[config.mk]
export PLATFORM = sky130hd
export DESIGN_NAME = rv_pipe_top
export DESIGN_NICKNAME = d
export VERILOG_FILES = /design/src/source/rv_pkg.sv /design/src/source/fetch_if.sv /design/src/source/rv_pipe_top.sv /design/src/source/execute_stage.sv /design/src/source/alu.sv /design/src/source/regfile.sv /design/src/source/decode_stage.sv /design/src/source/fetch_ctrl.sv /design/src/source/pc_counter.sv
export SDC_FILE = /design/constraint.sdc
export NUM_CORES = 2
export LEC_CHECK = 0
export ABC_CLOCK_PERIOD_IN_PS = 24800
export BUFFER_PORTS_ARGS = -buffer_cell sky130_fd_sc_hd__buf_4
export CAP_MARGIN = 15
export CORE_MARGIN = 8
export CORE_UTILIZATION = 45
export DETAILED_ROUTE_END_ITERATION = 8
export HOLD_SLACK_MARGIN = 0.02
export PLACE_DENSITY = 0.64
export SETUP_SLACK_MARGIN = 0.05
export SLEW_MARGIN = 10
export SYNTH_ARGS = -nofsm -noshare
export SYNTH_HDL_FRONTEND = slang
export SYNTH_SLANG_ARGS = --single-unit
[constraint.sdc]
create_clock -name clk -period 24.8 [get_ports clk]
set_input_delay 4.96 -clock clk [delete_from_list [all_inputs] [get_ports clk]]
set_output_delay 4.96 -clock clk [all_outputs]
set_load 0.03 [all_outputs]
[src/source/rv_pkg.sv]
package rv_pkg;

    // ------------------------------------------------------------
    // widths and fixed addresses
    // ------------------------------------------------------------
    localparam int XLEN       = 32;
    localparam int REG_ADDR_W = 5;
    localparam int NUM_REGS   = 32;

    typedef logic [XLEN-1:0]       word_t;
    typedef logic [REG_ADDR_W-1:0] reg_addr_t;

    localparam word_t RESET_PC = 32'h0000_0000;  // first fetch after reset
    localparam word_t PC_STEP  = 32'd4;          // bytes per instruction

    // ------------------------------------------------------------
    // encodings
    // ------------------------------------------------------------
    // major opcode, instr[6:2]
    typedef enum logic [4:0] {
        OP_IMM = 5'b00100,
        AUIPC  = 5'b00101,
        OP     = 5'b01100,
        LUI    = 5'b01101,
        BRANCH = 5'b11000,
        JAL    = 5'b11011
    } opcode_e;

    // laid out as {funct7[5], funct3}
    typedef enum logic [3:0] {
        ADD  = 4'b0000,
        SLL  = 4'b0001,
        SLT  = 4'b0010,
        SLTU = 4'b0011,
        XOR  = 4'b0100,
        SRL  = 4'b0101,
        OR   = 4'b0110,
        AND  = 4'b0111,
        SUB  = 4'b1000,
        SRA  = 4'b1101
    } alu_op_e;

    // straight from funct3 of a BRANCH
    typedef enum logic [2:0] {
        BEQ  = 3'b000,
        BNE  = 3'b001,
        BLT  = 3'b100,
        BGE  = 3'b101,
        BLTU = 3'b110,
        BGEU = 3'b111
    } branch_e;

    typedef struct packed {
        word_t     pc;
        word_t     imm;          // sign extended
        reg_addr_t rs1;
        logic      rs1_used;
        reg_addr_t rs2;
        logic      rs2_used;
        reg_addr_t rd;           // zero when nothing is written
        logic      rd_we;
        alu_op_e   alu_op;
        logic      use_imm;      // operand b is imm
        logic      use_pc;       // operand a is pc
        logic      is_branch;
        logic      is_jump;
        branch_e   branch_cond;
    } decoded_t;

endpackage
[src/source/fetch_if.sv]
`timescale 1ns/1ns

// fetched word plus its address, fetch -> decode
interface fetch_if;
    rv_pkg::word_t instr;
    rv_pkg::word_t pc;
    logic          valid;
    logic          ready;

    modport producer (output instr, output pc, output valid, input ready);
    modport consumer (input instr, input pc, input valid, output ready);
endinterface

[src/source/rv_pipe_top.sv]
`timescale 1ns/1ns

module rv_pipe_top (
    input  logic              clk,
    input  logic              rst_n,
    // instruction port
    output logic              imem_valid_o,
    output rv_pkg::word_t     imem_addr_o,
    input  logic              imem_ready_i,
    input  rv_pkg::word_t     imem_rdata_i,
    // retire trace
    output logic              retire_valid_o,
    output rv_pkg::word_t     retire_pc_o,
    output rv_pkg::reg_addr_t retire_rd_o,
    output rv_pkg::word_t     retire_data_o
);

    rv_pkg::word_t    pc;
    logic             advance;
    logic             redirect_valid;
    rv_pkg::word_t    redirect_pc;
    logic             dec_valid;
    logic             dec_ready;
    rv_pkg::decoded_t dec_data;

    fetch_if fetch_bus ();

    pc_counter pc_u0 (
        .clk              (clk),
        .rst_n            (rst_n),
        .advance_i        (advance),
        .redirect_valid_i (redirect_valid),
        .redirect_pc_i    (redirect_pc),
        .pc_o             (pc)
    );

    fetch_ctrl fetch_u0 (
        .clk              (clk),
        .rst_n            (rst_n),
        .pc_i             (pc),
        .advance_o        (advance),
        .imem_valid_o     (imem_valid_o),
        .imem_addr_o      (imem_addr_o),
        .imem_ready_i     (imem_ready_i),
        .imem_rdata_i     (imem_rdata_i),
        .redirect_valid_i (redirect_valid),
        .fetch            (fetch_bus)
    );

    decode_stage decode_u0 (
        .clk              (clk),
        .rst_n            (rst_n),
        .fetch            (fetch_bus),
        .redirect_valid_i (redirect_valid),
        .dec_valid_o      (dec_valid),
        .dec_ready_i      (dec_ready),
        .dec_data_o       (dec_data)
    );

    execute_stage execute_u0 (
        .clk              (clk),
        .rst_n            (rst_n),
        .dec_valid_i      (dec_valid),
        .dec_ready_o      (dec_ready),
        .dec_data_i       (dec_data),
        .redirect_valid_o (redirect_valid),
        .redirect_pc_o    (redirect_pc),
        .retire_valid_o   (retire_valid_o),
        .retire_pc_o      (retire_pc_o),
        .retire_rd_o      (retire_rd_o),
        .retire_data_o    (retire_data_o)
    );

endmodule

[src/source/execute_stage.sv]
`timescale 1ns/1ns

module execute_stage (
    input  logic              clk,
    input  logic              rst_n,
    input  logic              dec_valid_i,
    output logic              dec_ready_o,
    input  rv_pkg::decoded_t  dec_data_i,
    output logic              redirect_valid_o,
    output rv_pkg::word_t     redirect_pc_o,
    output logic              retire_valid_o,
    output rv_pkg::word_t     retire_pc_o,
    output rv_pkg::reg_addr_t retire_rd_o,
    output rv_pkg::word_t     retire_data_o
);

    // ID/EX
    logic              idex_valid_q;
    rv_pkg::decoded_t  idex_q;
    rv_pkg::word_t     idex_rs1_q;
    rv_pkg::word_t     idex_rs2_q;
    // EX/WB
    logic              exwb_valid_q;
    logic              exwb_taken_q;
    rv_pkg::word_t     exwb_pc_q;
    rv_pkg::word_t     exwb_target_q;
    rv_pkg::word_t     exwb_data_q;
    rv_pkg::reg_addr_t exwb_rd_q;     // zero when nothing written

    rv_pkg::word_t     rf_rd1;
    rv_pkg::word_t     rf_rd2;
    rv_pkg::word_t     rs1_val;
    rv_pkg::word_t     rs2_val;
    rv_pkg::word_t     alu_a;
    rv_pkg::word_t     alu_b;
    rv_pkg::word_t     alu_result;
    rv_pkg::word_t     wb_value;
    logic              alu_zero;
    logic              alu_neg;
    logic              alu_ovf;
    logic              alu_carry;
    logic              hazard;
    logic              take_dec;
    logic              cond_met;
    logic              taken;

    // ------------------------------------------------------------
    // operand read, forwarding and hazard
    // ------------------------------------------------------------
    regfile rf_u0 (
        .clk   (clk),
        .rst_n (rst_n),
        .rs1_i (dec_data_i.rs1),
        .rs2_i (dec_data_i.rs2),
        .rd1_o (rf_rd1),
        .rd2_o (rf_rd2),
        .we_i  (exwb_valid_q),
        .wa_i  (exwb_rd_q),
        .wd_i  (exwb_data_q)
    );

    // EX/WB result not in the file until the edge
    assign rs1_val = (exwb_valid_q && (exwb_rd_q != '0) && (exwb_rd_q == dec_data_i.rs1)) ?
                     exwb_data_q : rf_rd1;
    assign rs2_val = (exwb_valid_q && (exwb_rd_q != '0) && (exwb_rd_q == dec_data_i.rs2)) ?
                     exwb_data_q : rf_rd2;

    // ID/EX result not ready yet, bubble once
    assign hazard = dec_valid_i && idex_valid_q && (idex_q.rd != '0) &&
                    ((dec_data_i.rs1_used && (dec_data_i.rs1 == idex_q.rd)) ||
                     (dec_data_i.rs2_used && (dec_data_i.rs2 == idex_q.rd)));
    assign dec_ready_o = !hazard;
    assign take_dec    = dec_valid_i && dec_ready_o;

    // ------------------------------------------------------------
    // execute
    // ------------------------------------------------------------
    assign alu_a = idex_q.use_pc  ? idex_q.pc  : idex_rs1_q;
    assign alu_b = idex_q.use_imm ? idex_q.imm : idex_rs2_q;

    alu alu_u0 (
        .op_i       (idex_q.alu_op),
        .a_i        (alu_a),
        .b_i        (alu_b),
        .result_o   (alu_result),
        .zero_o     (alu_zero),
        .negative_o (alu_neg),
        .overflow_o (alu_ovf),
        .carry_o    (alu_carry)
    );

    always_comb begin
        case (idex_q.branch_cond)
            rv_pkg::BEQ:  cond_met = alu_zero;
            rv_pkg::BNE:  cond_met = !alu_zero;
            rv_pkg::BLT:  cond_met = alu_neg ^ alu_ovf;
            rv_pkg::BGE:  cond_met = !(alu_neg ^ alu_ovf);
            rv_pkg::BLTU: cond_met = !alu_carry;
            rv_pkg::BGEU: cond_met = alu_carry;
            default:      cond_met = 1'b0;
        endcase
    end

    assign taken    = idex_q.is_jump || (idex_q.is_branch && cond_met);
    assign wb_value = idex_q.is_jump ? idex_q.pc + rv_pkg::PC_STEP : alu_result; // jal link

    // ------------------------------------------------------------
    // pipeline registers
    // ------------------------------------------------------------
    always_ff @(posedge clk or negedge rst_n) begin
        if (!rst_n) begin
            idex_valid_q <= 1'b0;
            exwb_valid_q <= 1'b0;
        end else begin
            idex_valid_q <= take_dec && !redirect_valid_o;      // squash younger
            exwb_valid_q <= idex_valid_q && !redirect_valid_o;
        end
    end

    always_ff @(posedge clk) begin
        if (take_dec) begin
            idex_q     <= dec_data_i;
            idex_rs1_q <= rs1_val;
            idex_rs2_q <= rs2_val;
        end
        if (idex_valid_q) begin
            exwb_pc_q     <= idex_q.pc;
            exwb_rd_q     <= idex_q.rd;
            exwb_data_q   <= (idex_q.rd_we && (idex_q.rd != '0)) ? wb_value : '0;
            exwb_taken_q  <= taken;
            exwb_target_q <= idex_q.pc + idex_q.imm;   // branch and jal target
        end
    end

    // redirect and retire straight from EX/WB
    assign redirect_valid_o = exwb_valid_q && exwb_taken_q;
    assign redirect_pc_o    = exwb_target_q;
    assign retire_valid_o   = exwb_valid_q;
    assign retire_pc_o      = exwb_pc_q;
    assign retire_rd_o      = exwb_rd_q;
    assign retire_data_o    = exwb_data_q;

endmodule

[src/source/alu.sv]
`timescale 1ns/1ns

module alu (
    input  rv_pkg::alu_op_e op_i,
    input  rv_pkg::word_t   a_i,
    input  rv_pkg::word_t   b_i,
    output rv_pkg::word_t   result_o,
    output logic            zero_o,
    output logic            negative_o,
    output logic            overflow_o,
    output logic            carry_o       // set means no borrow on sub
);

    logic                  subtract;
    rv_pkg::word_t         b_add;
    logic [rv_pkg::XLEN:0] sum;
    logic [4:0]            shamt;

    // one adder for add, sub and the compares
    assign subtract = (op_i != rv_pkg::ADD);
    assign b_add    = subtract ? ~b_i : b_i;
    assign sum      = {1'b0, a_i} + {1'b0, b_add} + {{rv_pkg::XLEN{1'b0}}, subtract};
    assign shamt    = b_i[4:0];

    // flags describe the adder
    assign carry_o    = sum[rv_pkg::XLEN];
    assign negative_o = sum[rv_pkg::XLEN-1];
    assign zero_o     = (sum[rv_pkg::XLEN-1:0] == '0);
    assign overflow_o = (a_i[rv_pkg::XLEN-1] == b_add[rv_pkg::XLEN-1]) &&
                        (sum[rv_pkg::XLEN-1] != a_i[rv_pkg::XLEN-1]);

    always_comb begin
        case (op_i)
            rv_pkg::ADD,
            rv_pkg::SUB:  result_o = sum[rv_pkg::XLEN-1:0];
            rv_pkg::SLL:  result_o = a_i << shamt;
            rv_pkg::SLT:  result_o = {{(rv_pkg::XLEN-1){1'b0}}, negative_o ^ overflow_o};
            rv_pkg::SLTU: result_o = {{(rv_pkg::XLEN-1){1'b0}}, !carry_o};
            rv_pkg::XOR:  result_o = a_i ^ b_i;
            rv_pkg::SRL:  result_o = a_i >> shamt;
            rv_pkg::SRA:  result_o = rv_pkg::word_t'($signed(a_i) >>> shamt);
            rv_pkg::OR:   result_o = a_i | b_i;
            rv_pkg::AND:  result_o = a_i & b_i;
            default:      result_o = '0;
        endcase
    end

endmodule

[src/source/regfile.sv]
`timescale 1ns/1ns

module regfile (
    input  logic              clk,
    input  logic              rst_n,
    input  rv_pkg::reg_addr_t rs1_i,
    input  rv_pkg::reg_addr_t rs2_i,
    output rv_pkg::word_t     rd1_o,
    output rv_pkg::word_t     rd2_o,
    input  logic              we_i,
    input  rv_pkg::reg_addr_t wa_i,
    input  rv_pkg::word_t     wd_i
);

    rv_pkg::word_t regs [rv_pkg::NUM_REGS];

    // async read, x0 never written so it stays zero
    assign rd1_o = regs[rs1_i];
    assign rd2_o = regs[rs2_i];

    always_ff @(posedge clk or negedge rst_n) begin
        if (!rst_n) begin
            for (int i = 0; i < rv_pkg::NUM_REGS; i++) begin
                regs[i] <= '0;
            end
        end else if (we_i && (wa_i != '0)) begin
            regs[wa_i] <= wd_i;
        end
    end

endmodule

[src/source/decode_stage.sv]
`timescale 1ns/1ns

module decode_stage (
    input  logic             clk,
    input  logic             rst_n,
    fetch_if.consumer        fetch,
    input  logic             redirect_valid_i,
    output logic             dec_valid_o,
    input  logic             dec_ready_i,
    output rv_pkg::decoded_t dec_data_o
);

    rv_pkg::decoded_t dec_d;
    rv_pkg::word_t    instr;
    rv_pkg::word_t    imm_i;
    rv_pkg::word_t    imm_u;
    rv_pkg::word_t    imm_b;
    rv_pkg::word_t    imm_j;
    logic [2:0]       funct3;
    logic             alt;     // instr[30] picks sub / sra

    // funct3 plus alt bit to alu op
    function automatic rv_pkg::alu_op_e alu_map(input logic [2:0] f3, input logic alt_i);
        case (f3)
            3'b000:  alu_map = alt_i ? rv_pkg::SUB : rv_pkg::ADD;
            3'b001:  alu_map = rv_pkg::SLL;
            3'b010:  alu_map = rv_pkg::SLT;
            3'b011:  alu_map = rv_pkg::SLTU;
            3'b100:  alu_map = rv_pkg::XOR;
            3'b101:  alu_map = alt_i ? rv_pkg::SRA : rv_pkg::SRL;
            3'b110:  alu_map = rv_pkg::OR;
            default: alu_map = rv_pkg::AND;
        endcase
    endfunction

    assign instr  = fetch.instr;
    assign funct3 = instr[14:12];
    assign alt    = instr[30];

    // ------------------------------------------------------------
    // immediates
    // ------------------------------------------------------------
    assign imm_i = {{20{instr[31]}}, instr[31:20]};
    assign imm_u = {instr[31:12], 12'b0};
    assign imm_b = {{19{instr[31]}}, instr[31], instr[7], instr[30:25], instr[11:8], 1'b0};
    assign imm_j = {{11{instr[31]}}, instr[31], instr[19:12], instr[20], instr[30:21], 1'b0};

    assign fetch.ready = !dec_valid_o || dec_ready_i;   // empty or draining

    always_comb begin
        dec_d             = '0;          // no-op unless matched below
        dec_d.pc          = fetch.pc;
        dec_d.rd          = instr[11:7];
        dec_d.rs1         = instr[19:15];
        dec_d.rs2         = instr[24:20];
        dec_d.alu_op      = rv_pkg::ADD;
        dec_d.branch_cond = rv_pkg::branch_e'(funct3);
        if (instr[1:0] == 2'b11) begin
            case (rv_pkg::opcode_e'(instr[6:2]))
                rv_pkg::OP: begin
                    dec_d.rs1_used = 1'b1;
                    dec_d.rs2_used = 1'b1;
                    dec_d.rd_we    = 1'b1;
                    dec_d.alu_op   = alu_map(funct3, alt);
                end
                rv_pkg::OP_IMM: begin
                    dec_d.rs1_used = 1'b1;
                    dec_d.rd_we    = 1'b1;
                    dec_d.use_imm  = 1'b1;
                    dec_d.imm      = imm_i;
                    dec_d.alu_op   = alu_map(funct3, alt && (funct3 == 3'b101)); // addi has no sub
                end
                rv_pkg::LUI: begin
                    dec_d.rd_we   = 1'b1;        // x0 + imm
                    dec_d.use_imm = 1'b1;
                    dec_d.imm     = imm_u;
                end
                rv_pkg::AUIPC: begin
                    dec_d.rd_we   = 1'b1;
                    dec_d.use_pc  = 1'b1;
                    dec_d.use_imm = 1'b1;
                    dec_d.imm     = imm_u;
                end
                rv_pkg::BRANCH: begin
                    dec_d.rs1_used  = 1'b1;
                    dec_d.rs2_used  = 1'b1;
                    dec_d.is_branch = 1'b1;
                    dec_d.alu_op    = rv_pkg::SUB;   // compare via flags
                    dec_d.imm       = imm_b;
                end
                rv_pkg::JAL: begin
                    dec_d.rd_we   = 1'b1;        // link written in execute
                    dec_d.is_jump = 1'b1;
                    dec_d.imm     = imm_j;
                end
                default: ;
            endcase
        end
        // unused fields point at x0
        if (!dec_d.rs1_used) dec_d.rs1 = '0;
        if (!dec_d.rs2_used) dec_d.rs2 = '0;
        if (!dec_d.rd_we)    dec_d.rd  = '0;
    end

    always_ff @(posedge clk or negedge rst_n) begin
        if (!rst_n) begin
            dec_valid_o <= 1'b0;
        end else if (redirect_valid_i) begin
            dec_valid_o <= 1'b0;              // younger than the jump
        end else if (fetch.ready) begin
            dec_valid_o <= fetch.valid;
        end
    end

    always_ff @(posedge clk) begin
        if (fetch.ready && fetch.valid) begin
            dec_data_o <= dec_d;
        end
    end

endmodule

[src/source/fetch_ctrl.sv]
`timescale 1ns/1ns

module fetch_ctrl (
    input  logic          clk,
    input  logic          rst_n,
    input  rv_pkg::word_t pc_i,
    output logic          advance_o,
    output logic          imem_valid_o,
    output rv_pkg::word_t imem_addr_o,
    input  logic          imem_ready_i,
    input  rv_pkg::word_t imem_rdata_i,
    input  logic          redirect_valid_i,
    fetch_if.producer     fetch
);

    typedef enum logic {
        FETCH,   // requesting, word goes straight through
        HOLD     // decode stalled, present captured word
    } state_e;

    state_e        state_q;
    state_e        state_d;
    logic          fetch_en_q;    // low in the cycle right after reset
    logic          accept;
    rv_pkg::word_t held_instr_q;
    rv_pkg::word_t held_pc_q;

    assign imem_valid_o = fetch_en_q && (state_q == FETCH);
    assign imem_addr_o  = pc_i;
    assign accept       = imem_valid_o && imem_ready_i;
    assign advance_o    = accept;

    // ------------------------------------------------------------
    // decode side
    // ------------------------------------------------------------
    always_comb begin
        if (state_q == HOLD) begin
            fetch.valid = 1'b1;
            fetch.instr = held_instr_q;
            fetch.pc    = held_pc_q;
        end else begin
            fetch.valid = accept;        // pass through
            fetch.instr = imem_rdata_i;
            fetch.pc    = pc_i;
        end
    end

    always_comb begin
        state_d = state_q;
        case (state_q)
            FETCH:   if (accept && !fetch.ready) state_d = HOLD;
            HOLD:    if (fetch.ready) state_d = FETCH;
            default: state_d = FETCH;
        endcase
        if (redirect_valid_i) state_d = FETCH;  // held word is stale
    end

    always_ff @(posedge clk or negedge rst_n) begin
        if (!rst_n) begin
            state_q    <= FETCH;
            fetch_en_q <= 1'b0;
        end else begin
            state_q    <= state_d;
            fetch_en_q <= 1'b1;
        end
    end

    // capture when decode cannot take the word
    always_ff @(posedge clk) begin
        if (accept && !fetch.ready) begin
            held_instr_q <= imem_rdata_i;
            held_pc_q    <= pc_i;
        end
    end

endmodule

[src/source/pc_counter.sv]
`timescale 1ns/1ns

module pc_counter (
    input  logic          clk,
    input  logic          rst_n,
    input  logic          advance_i,         // fetch accepted this cycle
    input  logic          redirect_valid_i,
    input  rv_pkg::word_t redirect_pc_i,
    output rv_pkg::word_t pc_o
);

    always_ff @(posedge clk or negedge rst_n) begin
        if (!rst_n) begin
            pc_o <= rv_pkg::RESET_PC;
        end else if (redirect_valid_i) begin
            pc_o <= redirect_pc_i;              // wins over a same cycle accept
        end else if (advance_i) begin
            pc_o <= pc_o + rv_pkg::PC_STEP;
        end
    end

endmodule

Word level (Yosys, flattened, before mapping)
Cells that the tools add are included.

cells by class
  $add $sub $neg = 5
  order comparisons = 4
  equality and inequality tests = 33
  shift-type cells = 3
  multiplexer cells = 46
  bitwise logic cells = 9
  reductions and logical operators = 46

operator list
  kind                     number
  $bwmux W1024             1
  $mux W32                 15
  $bmux W32 S5             2
  $pmux W32 S9             1
  $demux W32 S5            1
  $pmux W32 S4             1
  $add A32 B3 Y32 const B  2
  $pmux W4 S7              2
  $add A32 B32 Y33         1
  $add A33 B1 Y33          1
  $add A32 B32 Y32         1
  $and A32 B32 Y32         1
  $logic_not A32 Y1        1
  $not A32 Y32             1
  $or A32 B32 Y32          1
  $shl A32 B5 Y32          1
  $shr A32 B5 Y32          1
  $sshr A32 B5 Y32         1
  $xor A32 B32 Y32         1
  $eq A3 B3 Y1 const B     7
  $logic_and A1 B1 Y1      21
  $eq A5 B5 Y1             4
  $ge A6 B6 Y1 const B     3
  $not A5 Y6               3
  31 further kinds         72

storage, ports and cells
  bits in registers = 1465
  output and inout port bits = 103
  logic and storage cells = 217

Logic depth before layout (Yosys ltp)
  word-level depth = 12
  gate-level depth with buffers = 27
  mapped depth without buffers = 23

By module
From an unflattened synthesis, not the netlist that was laid out.

second synthesis, totals
  cell total of the unflattened synthesis = 7087
  area, all modules = 83760.3 um2

by module, submodules not included
  module         instances  cells an instance  area an instance (um2)
  regfile        1          4601               55532.0
  execute_stage  1          868                12215.5
  alu            1          1022               7408.4
  decode_stage   1          221                3646.0
  fetch_ctrl     1          175                3138.0
  pc_counter     1          200                1820.5

Worst setup path before layout
No wires, ideal clock.

  kind = input to register
  start = input imem_ready_i
  end = register decode_u0.dec_data_o[0] (netlist bit), enable pin
  data arrival time = 11804 ps
  required time = 24114 ps
  slack = 12310 ps
  cell stages on the path = 2
  path buffers = 0
  cell sequence = nand2_1 > a21boi_0

between the ends
  cells in the longest elaborated chain, start to end = 3

ends and longest elaborated chain
  item                    RTL line             source
  start: declaration      rv_pipe_top.sv:9     input logic imem_ready_i,
  $logic_and A1 B1 Y1     fetch_ctrl.sv:30     assign accept = imem_valid_o && imem_ready_i;
  $mux W1                 fetch_ctrl.sv:37     if (state_q == HOLD) begin
  $logic_and A1 B1 Y1     decode_stage.sv:116  if (fetch.ready && fetch.valid) begin
  end signal: assignment  decode_stage.sv:117  dec_data_o <= dec_d;
  end: declaration        decode_stage.sv:10   output rv_pkg::decoded_t dec_data_o

Every way passes these cells.
A chain may end at the register's enable or synchronous reset.

==> flow_metrics.env <==
export IMPL_grt_antenna_before_repair=7
export IMPL_place_congestion=0.981
export IMPL_drt_total_wl_um=250000
export IMPL_remaining_global_route_overflow=0
export IMPL_h_tree_depth=4
export IMPL_most_frequent_cells_in_the_layout="1,059 x sky130_fd_sc_hd__dfrtp_1, 1,040 x sky130_fd_sc_hd__mux2_2, 641 x sky130_fd_sc_hd__mux4_2"
export IMPL_timing_critical_path_to_type="asynchronous set/reset pin"
export IMPL_core_rowCount=155
export IMPL_routed_via_count=52263
export IMPL_hold_path_class="flop to flop"
export IMPL_post_synth_cell_area_avg_um2=14.0
export IMPL_count_of_hold_buffers_inserted_by_post_cts_repair=0
export IMPL_n_fill_cell=15033
export IMPL_setup_ws_ns=16.72
export IMPL_hpwlAfterDp_um=156000
export IMPL_placed_cell_area_mm2=0.0843
export IMPL_grt_setup_unrepaired="no"
export IMPL_grt_start_max_net_pins=168
export IMPL_ys_dominant_reg_cell="sky130_fd_sc_hd__dfrtp_1"
export IMPL_cts_sinks=1465
export IMPL_worst_setup_path_startpoint="rst_n"
export IMPL_placedCellCount=7924
export IMPL_clk_root_buffer_cell="sky130_fd_sc_hd__clkbuf_16"
export IMPL_stdcell_count=8225
export IMPL_hold_viol_final=0
export IMPL_grt_pass1_vias=53020
export IMPL_reg2reg_slack_ns=17.65
export IMPL_fin_nets=5905
export IMPL_detailedRoute_firstIterationViolations=5088
export IMPL_syn_inst=5769
export IMPL_max_cap_violations=0
export IMPL_hp_start="execute_u0.rf_u0.regs[997]$_DFFE_PN0P_"
export IMPL_crit_path_start_kind="primary input"
export IMPL_route_detailed_wl_per_inst_um=30.4
export IMPL_clock_skew_final_ns=0.0465
export IMPL_finalSetupViolations=0
export IMPL_synth_edff_count=404
export IMPL_cts_repair_resized=0
export IMPL_post_route_period_util_pct=32.6
export IMPL_die_h_um=439
export IMPL_timing_worst_setup_path_type="primary input to asynchronous set/reset pin"
export IMPL_layout_cell_area_non_filler_mm2=0.0899
export IMPL_slew_violations=0
export IMPL_final_min_clock_period_ns=8.08
export IMPL_die_area_mm2=0.193
export IMPL_cts_buffers=162
export IMPL_maximum_count_of_clock_buffers_along_a_single_path=3
export IMPL_routed_via_count_divided_by_cell_count=6.35
export IMPL_maxSlewHeadroom_pct=18.6
export IMPL_antenna_left=0
export IMPL_synthArstFlopShare_pct=72.4
export IMPL_clk_pin_slew_worst_paths_ns=0.06
export IMPL_io_pins=138
export IMPL_cts_repair_timing_setup_buffer_count=0
export IMPL_syn_num_nets=5938
export IMPL_overall_power_w=0.00609
export IMPL_holdPathStages=0
export IMPL_post_place_ws_ns=15.44
export IMPL_drt_first_pass_iters=6
export IMPL_portBuffers=137
export IMPL_worst_ep_arrival_time_ns=9.04
export IMPL_rr_endpoint="execute_u0.exwb_taken_q$_DFFE_PP_"
export IMPL_worst_pin_slew_ns=1.22
export IMPL_syn_cell_area_mm2=0.0806
export IMPL_synth_yosys_seq_area_share_pct=48.0
export IMPL_power_density_of_the_placed_cells_mw_per_mm2=67.7
export IMPL_grt_first_pass_wirelength_um=369000
export IMPL_layout_commonest_cell="sky130_fd_sc_hd__dfrtp_1"
export IMPL_synth_top_area_share_pct=32.9
export IMPL_track_usage_pct=25.7
export IMPL_setup_total_negative_slack_ns=0
export IMPL_drive_above_1_share_pct=39.4
export IMPL_drc=0
export IMPL_synthDominantAreaCellType="sky130_fd_sc_hd__dfrtp_1"
export IMPL_crit_fanout=102
export IMPL_total_leakage_power_nw=37.7
export IMPL_tritoncts_clock_tree="done"
export IMPL_status="completed"
export IMPL_ys_top_cells_by_area="sky130_fd_sc_hd__dfrtp_1 33%, sky130_fd_sc_hd__mux4_2 18%, sky130_fd_sc_hd__edfxtp_1 15%"
export IMPL_yosysWarningCount=0
export IMPL_reg2reg_from="execute_u0.idex_q[6]$_DFFE_PP_"
export IMPL_syn2layout_area_growth_pct=11.5
export IMPL_vdd_ir_drop_max_mv=0.0713
export IMPL_dieWidth_um=439
export IMPL_starting_density_pct=45.2
export IMPL_worst_r2r_path_depth=23
export IMPL_required_ns=25.76
export IMPL_yosys_register_bits=1465
export IMPL_placeableCoreArea_mm2=0.178
export IMPL_holdPathEnd="execute_u0.rf_u0.regs[997]$_DFFE_PN0P_"
export IMPL_timing_fmax_mhz=124
export IMPL_worst_skew_pair_late_latency_ns=0.83
export IMPL_synth_lib_cells_used_distinct=82
Yosys cell counts (all sizes together), types with 7 or more instances:
master   instances
a21oi          153
nor3b           10
nor3            34
o22ai           18
a2111oi          8
nor4            12
a211oi          18
nor2b           22
edfxtp         404
o31ai           13
and3            26
a22oi           40
o21bai          10
mux2i          291
nand4           28
xor2            77
nand2          333
and4             7
buf            140
inv            111
a31oi           18
nand3b           8
mux4           641
o211ai          26
clkbuf         372
dfrtp         1061
o21ai          222
and2            24
ha             131
a21o            36
nand2b          12
nand3           62
xnor2           77
mux2          1041
o21a            13
nor2           183
critical path, cell delays in order:
cell and delay, ns:
sky130_fd_sc_hd__buf_8 0.50, sky130_fd_sc_hd__buf_4 0.76, sky130_fd_sc_hd__buf_4 0.81, sky130_fd_sc_hd__buf_4 0.85, sky130_fd_sc_hd__buf_4 0.54, sky130_fd_sc_hd__buf_16 0.31
worst max path at each step:
| stage | to | slack (ns) | cells after the start |
|---|---|---|---|
| after CTS | execute_u0.rf_u0.regs[366]$_DFFE_PN0P_ | 16.31 | 5 |
| after detailed placement | execute_u0.rf_u0.regs[110]$_DFFE_PN0P_ | 15.44 | 5 |
| after global routing | execute_u0.rf_u0.regs[270]$_DFFE_PN0P_ | 16.14 | 6 |
| after global placement | execute_u0.rf_u0.regs[110]$_DFFE_PN0P_ | 15.56 | 5 |
| final | execute_u0.rf_u0.regs[366]$_DFFE_PN0P_ | 16.72 | 6 |
| after floorplan | decode_u0.dec_data_o[0]$_DFFE_PP_ | 12.31 | 2 |
registers in the layout, summed over array words and instances, names as in the netlist, 5 cells and up:
| register | cells |
|---|---|
| execute_u0.rf_u0.regs | 1024 |
| decode_u0.dec_data_o | 93 |
| execute_u0.idex_q | 81 |
| execute_u0.idex_rs1_q | 32 |
| execute_u0.idex_rs2_q | 32 |
| execute_u0.redirect_pc_o | 32 |
| execute_u0.retire_data_o | 32 |
| execute_u0.retire_pc_o | 32 |
| fetch_u0.held_instr_q | 32 |
| fetch_u0.held_pc_q | 32 |
| pc_u0.pc_o | 32 |
| execute_u0.retire_rd_o | 5 |
power by group:
| part | switching, W | internal, W | leakage (nW) |
|---|---|---|---|
| logic | 0.000419 | 0.000374 | 16.9 |
| registers | 0.000146 | 0.00267 | 18.2 |
| clock network | 0.00104 | 0.00143 | 2.66 |
per-layer routing:
layer	GRT usage, %	vias up	wire (um)
met5	0	-	17
met1	35.4	27715	104000
met2	40.3	2106	117000
met3	5.19	457	19400
met4	9.74	2	9910
li1	-	21983	-
logic make-up after synthesis:
family,Yosys count,synth area share [%]
multiplexers,1973,36.1
flip-flops,1465,48.0
AND/OR/NAND/NOR,783,4.42
AO/OA/AOI/OAI,634,4.81
buffers and inverters,625,2.92
XOR/XNOR,154,1.67
adder cells (fa/ha/maj),134,2.11
other,1,0.00465
metrics by stage:
stage                     hold slack (ns)  utilization [%]
after floorplan                     0.400                -
after global placement              0.376             47.3
after detailed placement            0.383             47.3
after CTS                           0.396             50.4
after global routing                0.406             50.4
final                               0.394             50.4
area by class of cell:
class	count	area, um^2	share of cell area (%)
multi-input cells	3679	39800	44.3
flip-flops and latches	1465	38700	43.1
clock buffers	225	4560	5.08
well taps	2355	2950	3.28
repair buffers	315	2500	2.79
clock inverters	72	893	0.994
inverters	113	424	0.472
diodes	1	2.50	0.00278
Note: power is estimated with default switching activity, not from simulation.
